[src/design/motion_pkg.sv]
// Shared widths, command codes, register addresses and types, imported by every design module
package motion_pkg;

  localparam int WORD_BITS     = 64;
  localparam int NUM_MOTORS    = 2;
  localparam int BUFFER_SLOTS  = 2;
  localparam int SLOT_BITS     = 1;  // Index into the move buffer
  localparam int DURATION_BITS = 32;
  localparam int DDA_BITS      = 64;
  localparam int STEP_BIT      = 32; // Fixed point split of the accumulator
  localparam int DIVISOR_BITS  = 8;

  // Data words after a move header: duration, then increment and increment-increment per motor
  localparam int MOVE_WORDS      = 1 + 2 * NUM_MOTORS;
  localparam int MOVE_COUNT_BITS = $clog2(MOVE_WORDS);

  typedef logic [WORD_BITS-1:0]            word_t;
  typedef logic [7:0]                      header_t;
  typedef logic [7:0]                      reg_addr_t;
  typedef logic [DURATION_BITS-1:0]        duration_t;
  typedef logic signed [DDA_BITS-1:0]      dda_t;
  typedef logic [NUM_MOTORS-1:0]           motor_mask_t;
  typedef logic [DIVISOR_BITS-1:0]         divisor_t;
  typedef logic [SLOT_BITS-1:0]            slot_t;

  localparam header_t CMD_COORDINATED_STEP = 8'h01;
  localparam header_t CMD_STATUS_REG       = 8'hf1;
  localparam header_t CMD_CONFIG_REG       = 8'hf2;

  localparam reg_addr_t STATUS_VERSION      = 8'd0;
  localparam reg_addr_t STATUS_CHANNEL_INFO = 8'd1;
  localparam reg_addr_t CONFIG_ENABLE       = 8'd0;
  localparam reg_addr_t CONFIG_CLOCKS       = 8'd2;

  localparam logic [31:0] VERSION_WORD    = 32'h0001_0200; // Major 1, minor 2, patch 0
  localparam divisor_t    DEFAULT_DIVISOR = 8'd32;

  typedef struct packed {
    dda_t increment;
    dda_t incr_incr;
  } axis_cmd_t;

  typedef struct packed {
    motor_mask_t                     dir;
    duration_t                       duration;
    axis_cmd_t [NUM_MOTORS-1:0]      axis;
  } move_cmd_t;

  typedef enum logic [1:0] {
    idle,
    move_data,
    config_data
  } dec_state_t;

endpackage
[src/design/motion_ctrl_top.sv]
// Top level of the motion controller, connecting word decoder, move sequencer and the DDA axes
module motion_ctrl_top
  import motion_pkg::*;
(
  input  logic        CLK,
  input  logic        resetn,
  input  word_t       word_data_received,
  input  logic        word_received,
  output word_t       word_send_data,
  output logic        buffer_dtr,
  output logic        move_done,
  output motor_mask_t step_out,
  output motor_mask_t dir_out,
  output motor_mask_t enable_out
);

  move_cmd_t               active_move;
  logic [BUFFER_SLOTS-1:0] slot_ready;
  divisor_t                divisor;
  slot_t                   move_index;
  logic                    tick;
  logic                    load_move;
  logic                    executing;

  word_cmd_decoder i_word_cmd_decoder (
    .CLK                (CLK),
    .resetn             (resetn),
    .word_data_received (word_data_received),
    .word_received      (word_received),
    .move_index         (move_index),
    .word_send_data     (word_send_data),
    .active_move        (active_move),
    .slot_ready         (slot_ready),
    .divisor            (divisor),
    .enable_mask        (enable_out)
  );

  move_sequencer i_move_sequencer (
    .CLK        (CLK),
    .resetn     (resetn),
    .divisor    (divisor),
    .slot_ready (slot_ready),
    .duration   (active_move.duration),
    .tick       (tick),
    .load_move  (load_move),
    .executing  (executing),
    .move_done  (move_done),
    .move_index (move_index),
    .buffer_dtr (buffer_dtr)
  );

  // One DDA per motor, all sharing the sequencer timing
  for (genvar m = 0; m < NUM_MOTORS; m++) begin : g_axis
    step_accumulator i_step_accumulator (
      .CLK       (CLK),
      .resetn    (resetn),
      .tick      (tick),
      .load_move (load_move),
      .executing (executing),
      .axis      (active_move.axis[m]),
      .step      (step_out[m])
    );
  end

  assign dir_out = active_move.dir; // Follows the slot being executed

endmodule

[src/design/word_cmd_decoder.sv]
// Host word decoder: finds word strobes, answers status and config reads, fills the move buffer
module word_cmd_decoder
  import motion_pkg::*;
(
  input  logic                    CLK,
  input  logic                    resetn,
  input  word_t                   word_data_received,
  input  logic                    word_received,
  input  slot_t                   move_index,
  output word_t                   word_send_data,
  output move_cmd_t               active_move,
  output logic [BUFFER_SLOTS-1:0] slot_ready,
  output divisor_t                divisor,
  output motor_mask_t             enable_mask
);

  logic                       word_received_q;
  logic                       word_received_qq;
  logic                       word_edge;
  dec_state_t                 state;
  header_t                    header;
  reg_addr_t                  word_addr;
  reg_addr_t                  cfg_addr;
  logic [MOVE_COUNT_BITS-1:0] word_cnt;
  logic [MOVE_COUNT_BITS-1:0] axis_word;
  logic [MOVE_COUNT_BITS-1:0] axis_sel;
  slot_t                      wr_index;
  motor_mask_t                cfg_enable;
  divisor_t                   cfg_divisor;
  word_t                      status_value;
  word_t                      config_value;
  move_cmd_t                  move_buf [BUFFER_SLOTS];

  assign word_edge = word_received_q & ~word_received_qq;
  assign header    = word_data_received[WORD_BITS-1 -: 8]; // Header is the top byte
  assign word_addr = word_data_received[7:0];
  assign axis_word = word_cnt - 1'b1;
  assign axis_sel  = axis_word >> 1;                     // Two words per motor

  always_comb begin
    case (word_addr)
      STATUS_VERSION:      status_value = word_t'(VERSION_WORD);
      STATUS_CHANNEL_INFO: status_value = word_t'(NUM_MOTORS); // Motor count, no encoders
      default:             status_value = '0;
    endcase
  end

  always_comb begin
    case (word_addr)
      CONFIG_ENABLE: config_value = word_t'(cfg_enable);
      CONFIG_CLOCKS: config_value = word_t'(cfg_divisor);
      default:       config_value = '0;
    endcase
  end

  always_ff @(posedge CLK) begin
    if (resetn) begin
      word_received_q  <= 1'b0;
      word_received_qq <= 1'b0;
      state            <= idle;
      word_cnt         <= '0;
      wr_index         <= '0;
      slot_ready       <= '0;
      word_send_data   <= '0;
      cfg_enable       <= '0;
      cfg_divisor      <= DEFAULT_DIVISOR;
    end else begin
      word_received_q  <= word_received;
      word_received_qq <= word_received_q;
      if (word_edge) begin
        word_send_data <= '0; // Move data and config writes reply zero
        case (state)
          idle: begin
            case (header)
              CMD_STATUS_REG: word_send_data <= status_value;
              CMD_CONFIG_REG: begin
                cfg_addr       <= word_addr;
                word_send_data <= config_value;
                state          <= config_data;
              end
              CMD_COORDINATED_STEP: begin
                word_cnt <= '0;
                state    <= move_data;
              end
              default: word_send_data <= '0; // Unknown header, stay idle
            endcase
          end
          move_data: begin
            word_cnt <= word_cnt + 1'b1;
            if (word_cnt == MOVE_COUNT_BITS'(MOVE_WORDS - 1)) begin
              // Last word lands this cycle, hand the slot to the sequencer
              slot_ready[wr_index] <= ~slot_ready[wr_index];
              wr_index             <= wr_index + 1'b1;
              state                <= idle;
            end
          end
          config_data: begin
            case (cfg_addr)
              CONFIG_ENABLE: cfg_enable  <= word_data_received[NUM_MOTORS-1:0];
              CONFIG_CLOCKS: cfg_divisor <= word_data_received[DIVISOR_BITS-1:0];
              default:       cfg_enable  <= cfg_enable; // Read-only zero
            endcase
            state <= idle;
          end
          default: state <= idle;
        endcase
      end
    end
  end

  // Move buffer fields are written in place as their words arrive
  always_ff @(posedge CLK) begin
    if (word_edge && state == idle && header == CMD_COORDINATED_STEP) begin
      move_buf[wr_index].dir <= word_data_received[NUM_MOTORS-1:0];
    end
    if (word_edge && state == move_data) begin
      if (word_cnt == '0) begin
        move_buf[wr_index].duration <= word_data_received[DURATION_BITS-1:0];
      end else if (!axis_word[0]) begin
        move_buf[wr_index].axis[axis_sel].increment <= word_data_received;
      end else begin
        move_buf[wr_index].axis[axis_sel].incr_incr <= word_data_received;
      end
    end
  end

  assign active_move = move_buf[move_index];
  assign divisor     = cfg_divisor;
  assign enable_mask = cfg_enable;

endmodule

[src/design/move_sequencer.sv]
// Tick divider and move sequencer: takes ready buffer slots in order and times each move in ticks
module move_sequencer
  import motion_pkg::*;
(
  input  logic                    CLK,
  input  logic                    resetn,
  input  divisor_t                divisor,
  input  logic [BUFFER_SLOTS-1:0] slot_ready,
  input  duration_t               duration,
  output logic                    tick,
  output logic                    load_move,
  output logic                    executing,
  output logic                    move_done,
  output slot_t                   move_index,
  output logic                    buffer_dtr
);

  divisor_t                div_cnt;
  duration_t               remaining;
  logic [BUFFER_SLOTS-1:0] consumed;
  logic [BUFFER_SLOTS-1:0] pending;
  logic                    busy;
  logic                    finishing;
  logic                    finish;

  assign pending = slot_ready ^ consumed; // Slot written but not yet run
  assign finish  = (load_move && duration == '0) || finishing;

  // Divider holds off a tick on the move_done cycle
  always_ff @(posedge CLK) begin
    if (resetn) begin
      div_cnt <= '0;
      tick    <= 1'b0;
    end else if (div_cnt >= divisor) begin
      tick <= !finish;
      if (!finish) div_cnt <= '0;
    end else begin
      tick    <= 1'b0;
      div_cnt <= div_cnt + 1'b1;
    end
  end

  always_ff @(posedge CLK) begin
    if (resetn) begin
      load_move  <= 1'b0;
      executing  <= 1'b0;
      move_done  <= 1'b0;
      finishing  <= 1'b0;
      busy       <= 1'b0;
      consumed   <= '0;
      move_index <= '0;
      buffer_dtr <= 1'b1;
    end else begin
      load_move  <= 1'b0;
      move_done  <= 1'b0;
      finishing  <= 1'b0;
      buffer_dtr <= ~&pending;
      if (!busy && pending[move_index]) begin
        busy      <= 1'b1;
        load_move <= 1'b1;
      end else if (load_move) begin
        remaining <= duration;
        executing <= duration != '0;
      end else if (executing && tick) begin
        remaining <= remaining - 1'b1;
        if (remaining == duration_t'(1)) begin
          executing <= 1'b0;
          finishing <= 1'b1; // Last step pulse settles before move_done
        end
      end
      if (finish) begin
        move_done            <= 1'b1;
        busy                 <= 1'b0;
        consumed[move_index] <= ~consumed[move_index];
        move_index           <= move_index + 1'b1;
      end
    end
  end

endmodule

[src/design/step_accumulator.sv]
// Second-order DDA for one motor, pulsing step whenever the integer step position changes
module step_accumulator
  import motion_pkg::*;
(
  input  logic      CLK,
  input  logic      resetn,
  input  logic      tick,
  input  logic      load_move,
  input  logic      executing,
  input  axis_cmd_t axis,
  output logic      step
);

  dda_t accum;
  dda_t velocity;
  dda_t accum_next;

  assign accum_next = accum + velocity;

  always_ff @(posedge CLK) begin
    if (resetn) begin
      step <= 1'b0;
    end else begin
      step <= 1'b0;
      if (load_move) begin
        accum    <= '0;
        velocity <= axis.increment; // Start speed of the move
      end else if (tick && executing) begin
        accum    <= accum_next;
        velocity <= velocity + axis.incr_incr;
        // Crossing of the step bit in either direction is one step
        step     <= accum_next[STEP_BIT] != accum[STEP_BIT];
      end
    end
  end

endmodule

[config.mk]
export PLATFORM = sky130hd
export DESIGN_NAME = motion_ctrl_top
export DESIGN_NICKNAME = d
export VERILOG_FILES = /design/src/design/motion_pkg.sv /design/src/design/motion_ctrl_top.sv /design/src/design/word_cmd_decoder.sv /design/src/design/move_sequencer.sv /design/src/design/step_accumulator.sv
export SDC_FILE = /design/constraint.sdc
export NUM_CORES = 1
export LEC_CHECK = 0
export BUFFER_PORTS_ARGS = -buffer_cell sky130_fd_sc_hd__clkbuf_2
export CORE_UTILIZATION = 40
export DETAILED_ROUTE_END_ITERATION = 7
export GPL_TIMING_DRIVEN = 1
export HOLD_SLACK_MARGIN = 0.05
export PLACE_DENSITY = 0.53
export SLEW_MARGIN = 25
export SYNTH_ARGS = -nofsm -noshare
export SYNTH_HDL_FRONTEND = slang
export SYNTH_SLANG_ARGS = --single-unit
export TNS_END_PERCENT = 1
[constraint.sdc]
create_clock -name CLK -period 14.1 [get_ports CLK]
set_input_delay 0.705 -clock CLK [delete_from_list [all_inputs] [get_ports CLK]]
set_output_delay 0.705 -clock CLK [all_outputs]
set_load 0.005 [all_outputs]
==> results.json, run 1 <==
{
  "tightest_slew_ns": 0.980,
  "place.detailed.hpwl_mm": 44.6,
  "critical_path.top_delay_family": "compound AO/OA/AOI/OAI gates",
  "instances_no_fill": 3385,
  "synth-compound-area-share_pct": 12.0,
  "dieArea_um2": 71700,
  "synth_top_area_share_pct": 53.3,
  "cts_made_buffers": 66,
  "irDropWorstVdd_mv": 0.0879,
  "grt-ovfl-total": 0,
  "ys_async_sr_fraction_pct": 0,
  "root_buffer": "clkbuf_16",
  "synth_seq_cells": 552,
  "port-buffer-count": 61,
  "cp.depth": 11,
  "synth_top_family_by_area": "compound AO/OA/AOI/OAI gates",
  "drt-pass1-iter-count": 5,
  "wl_per_cell_um": 19.6,
  "die_width_um": 268,
  "cts_sinks": 552,
  "rsz0062_at_grt": "false",
  "hold_path_class": "in2reg",
  "cp_slowest_cell": "a2111oi_0",
  "antenna_violating_nets_post_route": 0,
  "cts_hold_buffers": 0,
  "ios": 139,
  "slew_violations": 0,
  "max_cap_violations": 0,
  "initial_core_util_pct": 40.4,
  "arrival_ns": 5.37,
  "synth_area_leaders": "edfxtp_1 53%, ha_1 6.4%, mux2_2 3.7%",
  "yosys.cell_types.count": 76,
  "status": "complete, no violations",
  "ys_seq_area_share_pct": 56.9,
  "hold_viol": 0,
  "required_ns": 14.43,
  "avgSynthCellArea_um2": 12.1,
  "dp.cells": 3268,
  "track_usage_pct": 18.8,
  "worst_slack_ns": 9.05,
  "p_total_mw": 3.53,
  "drc": 0,
  "post-route-min-period_ns": 5.05,
  "core_area_um2": 70000,
  "path_cells": "buf_4 > mux2_2 > ha_1 > a2111oi_0 > o21ai_0 > a31o_2 > a2111oi_0 > o31ai_1 > a21oi_1 > xnor2_1 > o21ai_0",
  "fin_nets": 2611,
  "fmax_mhz": 198,
  "grt_pass1_wl_mm": 103,
  "hold_path_depth": 2,
  "cts_tree": "built",
  "drtIter0Drc": 1202,
  "gp_routability_congestion": 0.868,
  "path_class": "reg2reg",
  "drive_gt1_share_pct": 12.6,
  "synth_top_cell_by_area": "edfxtp_1",
  "synthMuxAreaShare_pct": 6.78,
  "ys_warn_count": 0,
  "worstSetupEndpointType": "register",
  "synthSimpleGateAreaFrac_pct": 10.6,
  "rr_endpoint": "g_axis[1].i_step_accumulator.velocity[21]",
  "synth_edf_count": 502,
  "cts_setup_buffers": 0,
  "clkTransAtPathRegs_ns": 0.07,
  "cts_resized": 0,
  "finClkSkew_ns": 0.0319,
  "hp-start": "word_received",
  "cp_num_buf_inv": 1,
  "reg2reg_depth": 11,
  "cpPeakStageDelay_ns": 0.78,
  "num_rows": 97,
  "max-clock-path-buffers": 3,
  "power_density_nw_per_um2": 111,
  "min_period_over_period_pct": 35.8,
  "viasPerCell": 5.34,
  "hold_end": "i_word_cmd_decoder.word_received_q",
  "setup_viol": 0,
  "r2r_setup_slack_ns": 9.05,
  "cp_max_fo": 51,
  "fin_util_pct": 45.2,
  "antenna_found_initial": 4,
  "h-tree-depth": 3,
  "slew_headroom_pct": 34.7,
  "worstSkewPairLatency_ns": 0.60,
  "die_h_um": 268,
  "drt_wl_total_mm": 66.4,
  "yosys_most_used_dff": "edfxtp_1",
  "synth-xor-area-share_pct": 3.94,
  "synth_area_um2": 28300,
  "synthCells": 2329,
  "worst_setup_path_start_kind": "register",
  "fin_setup_tns_ns": 0,
  "area_growth_pct": 12.0,
  "dpl_worst_slack_ns": 9.11,
  "grt_max_degree": 155,
  "synthAdderAreaFrac_pct": 6.66,
  "antenna_cells": 0,
  "p_leak_nw": 11.3,
  "vias": 18069,
  "grt_pass1_vias": 18293
}
-- registers in the layout, summed over array words and instances, names as in the netlist, 2 cells and up, named ones only --
signal                              count
g_axis.i_step_accumulator.accum        64
g_axis.i_step_accumulator.step          2
g_axis.i_step_accumulator.velocity     66
i_move_sequencer.consumed               2
i_move_sequencer.div_cnt                8
i_move_sequencer.remaining             32
i_word_cmd_decoder.cfg_addr             8
i_word_cmd_decoder.divisor              8
i_word_cmd_decoder.enable_mask          2
i_word_cmd_decoder.move_buf           332
i_word_cmd_decoder.slot_ready           2
i_word_cmd_decoder.state                2
i_word_cmd_decoder.word_cnt             3
i_word_cmd_decoder.word_send_data       9
-- cell usage after synthesis (8+ instances only) --
cell	instances
or3_1	8
mux2i_1	88
a31oi_1	27
buf_1	25
nand4_1	25
xor2_1	58
edfxtp_1	502
o21a_1	11
ha_1	144
xnor2_1	69
and3_1	21
nor3b_1	10
buf_4	58
a211oi_1	21
a21o_1	77
nor4_1	26
o21bai_1	17
a31o_2	9
nor3_1	39
mux2_2	92
nand3_1	42
o21ai_0	94
inv_1	46
o211ai_1	17
nor2b_1	28
o31ai_1	15
nand2b_1	30
dfxtp_1	50
nor2_1	209
a21oi_1	180
clkbuf_1	50
and2_1	13
nand2_1	113
-- layout make-up --
cell class                      instances  area, um2
Fill cell                            6467      38400
Sequential cell                       552      16100
Multi-Input combinational cell       1649      11600
Tap cell                              940       1180
Clock inverter                         31        408
Clock buffer                           86       1760
Inverter                               47        176
Timing Repair Buffer                   80        477
-- metal layers --
layer	up-vias	part of all wire [%]	wire length [um]	track usage [%]
met1	8765	46	30800	25.1
met3	116	3.7	2460	3.20
met5	-	0	0	0
met2	338	47	31300	31.2
met4	0	2.7	1760	5.58
li1	8850	-	-	-
-- how the worst max path moves through the flow --
stage | from | to
after floorplan | i_move_sequencer.load_move | g_axis[0].i_step_accumulator.accum[0]
after global placement | register | g_axis[1].i_step_accumulator.velocity[30]
after detailed placement | register | g_axis[1].i_step_accumulator.velocity[30]
after CTS | register | g_axis[1].i_step_accumulator.velocity[30]
after global routing | register | g_axis[1].i_step_accumulator.velocity[25]
final | register | g_axis[1].i_step_accumulator.velocity[21]
-- cells in the final DEF (no fill, tap or decap), types with 61 or more instances in the layout --
cell type and n:
a21o_1 77, a21oi_1 180, clkbuf_16 66, clkbuf_2 61, edfxtp_1 502, ha_1 144
mux2_2 92, mux2i_1 88, nand2_1 113, nor2_1 202, o21ai_0 94, xnor2_1 69
-- through the flow --
step,instance area (um2),hold WS [ns]
global placement,29500,0.464
global route,31700,0.303
CTS,31600,0.287
floorplan,28500,0.439
finish,31700,0.321
detailed placement,29500,0.462
-- logic make-up (layout without fill, tap and decap cells) --
kind of cell / Yosys count / after routing
flip-flops: 552 / 552
XOR/XNOR: 127 / 127
buffers and inverters: 181 / 244
adder cells (fa/ha/maj): 148 / 148
other: 1 / 54
multiplexers: 180 / 180
AO/OA/AOI/OAI: 536 / 536
AND/OR/NAND/NOR: 604 / 604
-- report_power, final --
group	total, mW	internal, mW	switching (mW)	leakage (nW)
clock network	1.70	1.03	0.674	1.05
registers	1.78	1.78	0.00179	4.91
logic	0.0444	0.00935	0.0351	5.35
total	3.53	2.82	0.710	11.3
Note: power is estimated with default switching activity, not from simulation.
==> inputs of run 2 (changes only) <==
--- a/config.mk
+++ b/config.mk
@@ -10,7 +10,7 @@
 export DETAILED_ROUTE_END_ITERATION = 7
 export GPL_TIMING_DRIVEN = 1
 export HOLD_SLACK_MARGIN = 0.05
-export PLACE_DENSITY = 0.53
+export PLACE_DENSITY = 0.55
 export SLEW_MARGIN = 25
 export SYNTH_ARGS = -nofsm -noshare
 export SYNTH_HDL_FRONTEND = slang
==> constraint.sdc (replaced) <==
create_clock -name CLK -period 4.5 [get_ports CLK]
set_input_delay 0.225 -clock CLK [delete_from_list [all_inputs] [get_ports CLK]]
set_output_delay 0.225 -clock CLK [all_outputs]
set_load 0.005 [all_outputs]
==> results.json, run 2 (synthesis results as in run 1) <==
{
  "max_cap_violations": 0,
  "initial_core_util_pct": 40.4,
  "tightest_slew_ns": 0.873,
  "worstSkewPairLatency_ns": 0.62,
  "post-route-min-period_ns": 4.19,
  "path_class": "reg2reg",
  "setup_viol": 0,
  "drt_wl_total_mm": 66.4,
  "hold_viol": 0,
  "grt-ovfl-total": 0,
  "viasPerCell": 5.44,
  "min_period_over_period_pct": 93.1,
  "ios": 139,
  "power_density_nw_per_um2": 337,
  "core_area_um2": 70000,
  "drt-pass1-iter-count": 5,
  "irDropWorstVdd_mv": 0.290,
  "slew_headroom_pct": 41.7,
  "cts_made_buffers": 60,
  "clkTransAtPathRegs_ns": 0.06,
  "fmax_mhz": 239,
  "largest_reg_flops": 332,
  "port-buffer-count": 61,
  "fin_nets": 2646,
  "area_growth_pct": 13.0,
  "wl_per_cell_um": 19.4,
  "max-clock-path-buffers": 3,
  "grt_max_degree": 131,
  "track_usage_pct": 18.5,
  "fin_setup_tns_ns": 0,
  "cts_tree": "built",
  "cts_setup_buffers": 0,
  "die_h_um": 268,
  "p_total_mw": 10.7,
  "gp_routability_congestion": 0.882,
  "root_buffer": "clkbuf_16",
  "status": "complete, no violations",
  "worstSetupEndpointType": "register",
  "dieArea_um2": 71700,
  "drive_gt1_share_pct": 13.5,
  "grt_pass1_vias": 18373,
  "arrival_ns": 4.52,
  "die_width_um": 268,
  "top_register": "i_word_cmd_decoder.move_buf",
  "vias": 18625,
  "cp_max_fo": 16,
  "place.detailed.hpwl_mm": 45.5,
  "drc": 0,
  "p_leak_nw": 11.5,
  "grt_pass1_wl_mm": 103,
  "place_area_um2": 29600,
  "final_cell_mix": "502 x edfxtp_1, 202 x nor2_1, 180 x a21oi_1, 144 x ha_1, 113 x nand2_1",
  "cts_sinks": 552,
  "slew_violations": 0,
  "final_common_cell": "edfxtp_1",
  "num_rows": 97,
  "largest_registers": "i_word_cmd_decoder.move_buf: 332 flops, g_axis.i_step_accumulator.velocity: 66 flops, g_axis.i_step_accumulator.accum: 64 flops",
  "antenna_found_initial": 6,
  "drtIter0Drc": 1340,
  "finalInstanceArea_um2": 31900,
  "rsz0062_at_grt": "false",
  "antenna_violating_nets_post_route": 0,
  "finClkSkew_ns": 0.0232,
  "h-tree-depth": 2,
  "hold_path_class": "in2reg",
  "worst_setup_path_start_kind": "register",
  "required_ns": 4.83
}
-- run 2: changes by cell type in the layout (fill, tap and decap cells not counted), moves of 3 or more --
cell           previous run  this run
inv_4                     0         3
clkinvlp_4                1         5
inv_6                     0         3
bufinv_16                 8         5
clkbuf_1                 17         6
clkinv_1                  8         4
clkinv_2                  8        16
clkinv_8                  5         1
buf_4                    16        29
dlygate4sd3_1             0        26
-- run 2: worst max-delay path, stage by stage, from the launching register on --
cell and delay [ns]:
dfxtp_4 0.54, mux2_2 0.39, ha_1 0.21, fa_1 0.41, a21oi_1 0.30, o2111ai_1 0.22, nand2_1 0.16, or4_1 0.24
a311oi_1 0.21, or2_2 0.35, a221o_1 0.32, a2111oi_0 0.42, a221oi_1 0.09
-- run 2: area by class of cell --
class	instances	area, um2
clock inverters	40	370
flip-flops and latches	552	16100
well taps	940	1180
diodes	1	2.50
repair buffers	121	891
multi-input cells	1649	11600
clock buffers	73	1670
fillers	6349	38100
inverters	47	176
-- run 2: path summary, 6_finish.rpt --
kind	endpoint	startpoint	cells after the start	slack, ns
setup / recovery	g_axis[1].i_step_accumulator.velocity[32]	register	12	0.31
hold / removal	i_word_cmd_decoder.move_buf[0][286]	word_data_received[30]	1	0.08
setup reg to reg	g_axis[1].i_step_accumulator.velocity[32]	register	12	0.31
hold reg to reg	i_word_cmd_decoder.word_received_qq	i_word_cmd_decoder.word_received_q	1	0.48
-- run 2: timing repair --
item,4_1_cts,5_1_grt
gates resized for setup,0,1
endpoints found under the setup margin,0,2
hold buffers,26,0
hold endpoints to repair,213,0
-- run 2: per-stage QoR --
step	setup slack [ns]	util (%)	hold WS, ns	std cells
final	0.309	45.6	0.0824	3423
after global routing	0.0350	45.6	0.0705	3422
after CTS	0.259	45.6	0.0564	3422
after detailed placement	0.320	42.3	0.446	3283
after global placement	0.298	42.3	0.453	3281
after floorplan	0.0490	-	0.319	2382
-- run 2: report_power, final --
part	switching (mW)	internal (mW)
registers	0.00540	5.56
logic	0.113	0.0431
clock network	2.09	2.93
-- run 2: metal layers --
| metal | GRT usage (%) | part of all wire, % |
|---|---|---|
| met5 | 0 | 0 |
| met2 | 30.4 | 47 |
| met1 | 25.4 | 46 |
| met3 | 2.40 | 4.5 |
| met4 | 5.84 | 2.4 |
==> inputs of run 3 (changes only) <==
--- a/config.mk
+++ b/config.mk
@@ -6,11 +6,11 @@
 export NUM_CORES = 1
 export LEC_CHECK = 0
 export BUFFER_PORTS_ARGS = -buffer_cell sky130_fd_sc_hd__clkbuf_2
-export CORE_UTILIZATION = 40
+export CORE_UTILIZATION = 45
 export DETAILED_ROUTE_END_ITERATION = 7
 export GPL_TIMING_DRIVEN = 1
 export HOLD_SLACK_MARGIN = 0.05
-export PLACE_DENSITY = 0.55
+export PLACE_DENSITY = 0.61
 export SLEW_MARGIN = 25
 export SYNTH_ARGS = -nofsm -noshare
 export SYNTH_HDL_FRONTEND = slang
==> results.json, run 3 (synthesis results as in run 1) <==
{
  "status": "complete, no violations",
  "antenna_violating_nets_post_route": 0,
  "finClkSkew_ns": 0.0315,
  "cp_max_fo": 22,
  "die_h_um": 253,
  "drt_wl_total_mm": 64.8,
  "track_usage_pct": 20.4,
  "hold_slack_ns": 0.110,
  "hold_viol": 0,
  "fin_util_pct": 51.3,
  "drive_gt1_share_pct": 12.7,
  "fin_setup_tns_ns": 0,
  "grt_pass1_vias": 18430,
  "gp_routability_congestion": 0.918,
  "area_growth_pct": 12.4,
  "num_rows": 91,
  "wl_per_cell_um": 19.5,
  "drc": 0,
  "p_total_mw": 10.4,
  "worstSetupEndpointType": "register",
  "grt_pass1_wl_mm": 101,
  "min_period_over_period_pct": 91.4,
  "worst_setup_path_start_kind": "register",
  "rsz0062_at_grt": "false",
  "root_buffer": "clkbuf_16",
  "top_register": "i_word_cmd_decoder.move_buf",
  "antenna_cells": 0,
  "clkTransAtPathRegs_ns": 0.06,
  "setup_viol": 0,
  "drt-pass1-iter-count": 6,
  "viasPerCell": 5.56,
  "max_cap_violations": 0,
  "cts_made_buffers": 58,
  "place_area_um2": 29600,
  "max-clock-path-buffers": 3,
  "p_leak_nw": 11.4,
  "initial_core_util_pct": 45.6,
  "required_ns": 4.83,
  "largest_registers": "i_word_cmd_decoder.move_buf: 332 flops, g_axis.i_step_accumulator.velocity: 66 flops, g_axis.i_step_accumulator.accum: 64 flops",
  "path_class": "reg2reg",
  "dieArea_um2": 63800,
  "fin_nets": 2648,
  "dpl_worst_slack_ns": 0.427,
  "cts_sinks": 552,
  "fmax_mhz": 243,
  "dp.cells": 3182,
  "die_width_um": 253,
  "grt_max_degree": 123,
  "final_cell_mix": "502 x edfxtp_1, 202 x nor2_1, 180 x a21oi_1, 144 x ha_1, 113 x nand2_1",
  "drtIter0Drc": 1262,
  "h-tree-depth": 2,
  "ios": 139,
  "fill_cells": 5380,
  "irDropWorstVdd_mv": 0.447,
  "power_density_nw_per_um2": 328,
  "grt-ovfl-total": 0,
  "finalInstanceArea_um2": 31800,
  "largest_reg_flops": 332,
  "hold_path_class": "in2reg",
  "slew_headroom_pct": 46.7,
  "antenna_found_initial": 3,
  "slew_violations": 0,
  "cts_tree": "built",
  "tightest_slew_ns": 0.792,
  "core_area_um2": 61900,
  "vias": 18432,
  "instances_no_fill": 3315,
  "final_common_cell": "edfxtp_1",
  "arrival_ns": 4.44,
  "post-route-min-period_ns": 4.11,
  "cts_resized": 0,
  "worstSkewPairLatency_ns": 0.63,
  "worst_slack_ns": 0.388,
  "port-buffer-count": 61,
  "place.detailed.hpwl_mm": 45.3
}
run 3: cell types whose count changed in the layout (fill, tap and decap cells not counted), moves of 3 or more:
cell | before | now
buf_12 | 4 | 8
buf_16 | 1 | 4
buf_4 | 29 | 24
clkbuf_1 | 6 | 17
clkbuf_16 | 64 | 59
clkinv_4 | 3 | 0
clkinvlp_4 | 5 | 1
inv_4 | 3 | 0
run 3: worst max-delay path, cell delays in order (launching register included):
cell and delay [ns]:
dfxtp_4 0.48, buf_12 0.24, buf_4 0.34, mux2_2 0.38, ha_1 0.36, a21o_1 0.21, a21o_1 0.17, a221oi_1 0.29
o31ai_1 0.20, a41oi_1 0.41, a21oi_1 0.19, o21ai_0 0.28, and3_1 0.19, o31ai_1 0.06
run 3: timing repair:
action / in CTS / in global routing
buffers inserted: 0 / 0
endpoints found under the setup margin: 0 / 0
hold buffers: 28 / 0
hold endpoints to repair: 210 / 0
run 3: area by class of cell:
cell class              instances  area [um2]  area share [%]
clock buffers                  77        1550            4.89
well taps                     837        1050            3.30
inverters                      47         176           0.555
flip-flops and latches        552       16100            50.6
repair buffers                125        1040            3.26
clock inverters                28         289           0.910
multi-input cells            1649       11600            36.4
run 3: path summary, 6_finish.rpt:
kind | start | end | slack [ns] | depth (start not counted)
max reg2reg | register | g_axis[0].i_step_accumulator.velocity[30] | 0.39 | 13
max | register | g_axis[0].i_step_accumulator.velocity[30] | 0.39 | 13
min | word_data_received[62] | i_word_cmd_decoder.state[0] | 0.11 | 5
min reg2reg | i_word_cmd_decoder.word_received_q | i_word_cmd_decoder.word_received_qq | 0.48 | 1
run 3: where the power goes:
part / total [mW] / internal (mW) / switching, mW
Clock: 4.69 / 2.75 / 1.94
Sequential: 5.57 / 5.56 / 0.00540
Combinational: 0.156 / 0.0442 / 0.112
Total: 10.4 / 8.36 / 2.05
run 3: routing by layer:
metal  GRT usage [%]  part of all wire (%)  vias up
li1                -                     -     8922
met2            34.4                    48      408
met5               0                     0        -
met4            6.15                   2.3        0
met3            2.38                   4.1      106
met1            27.5                    46     8996
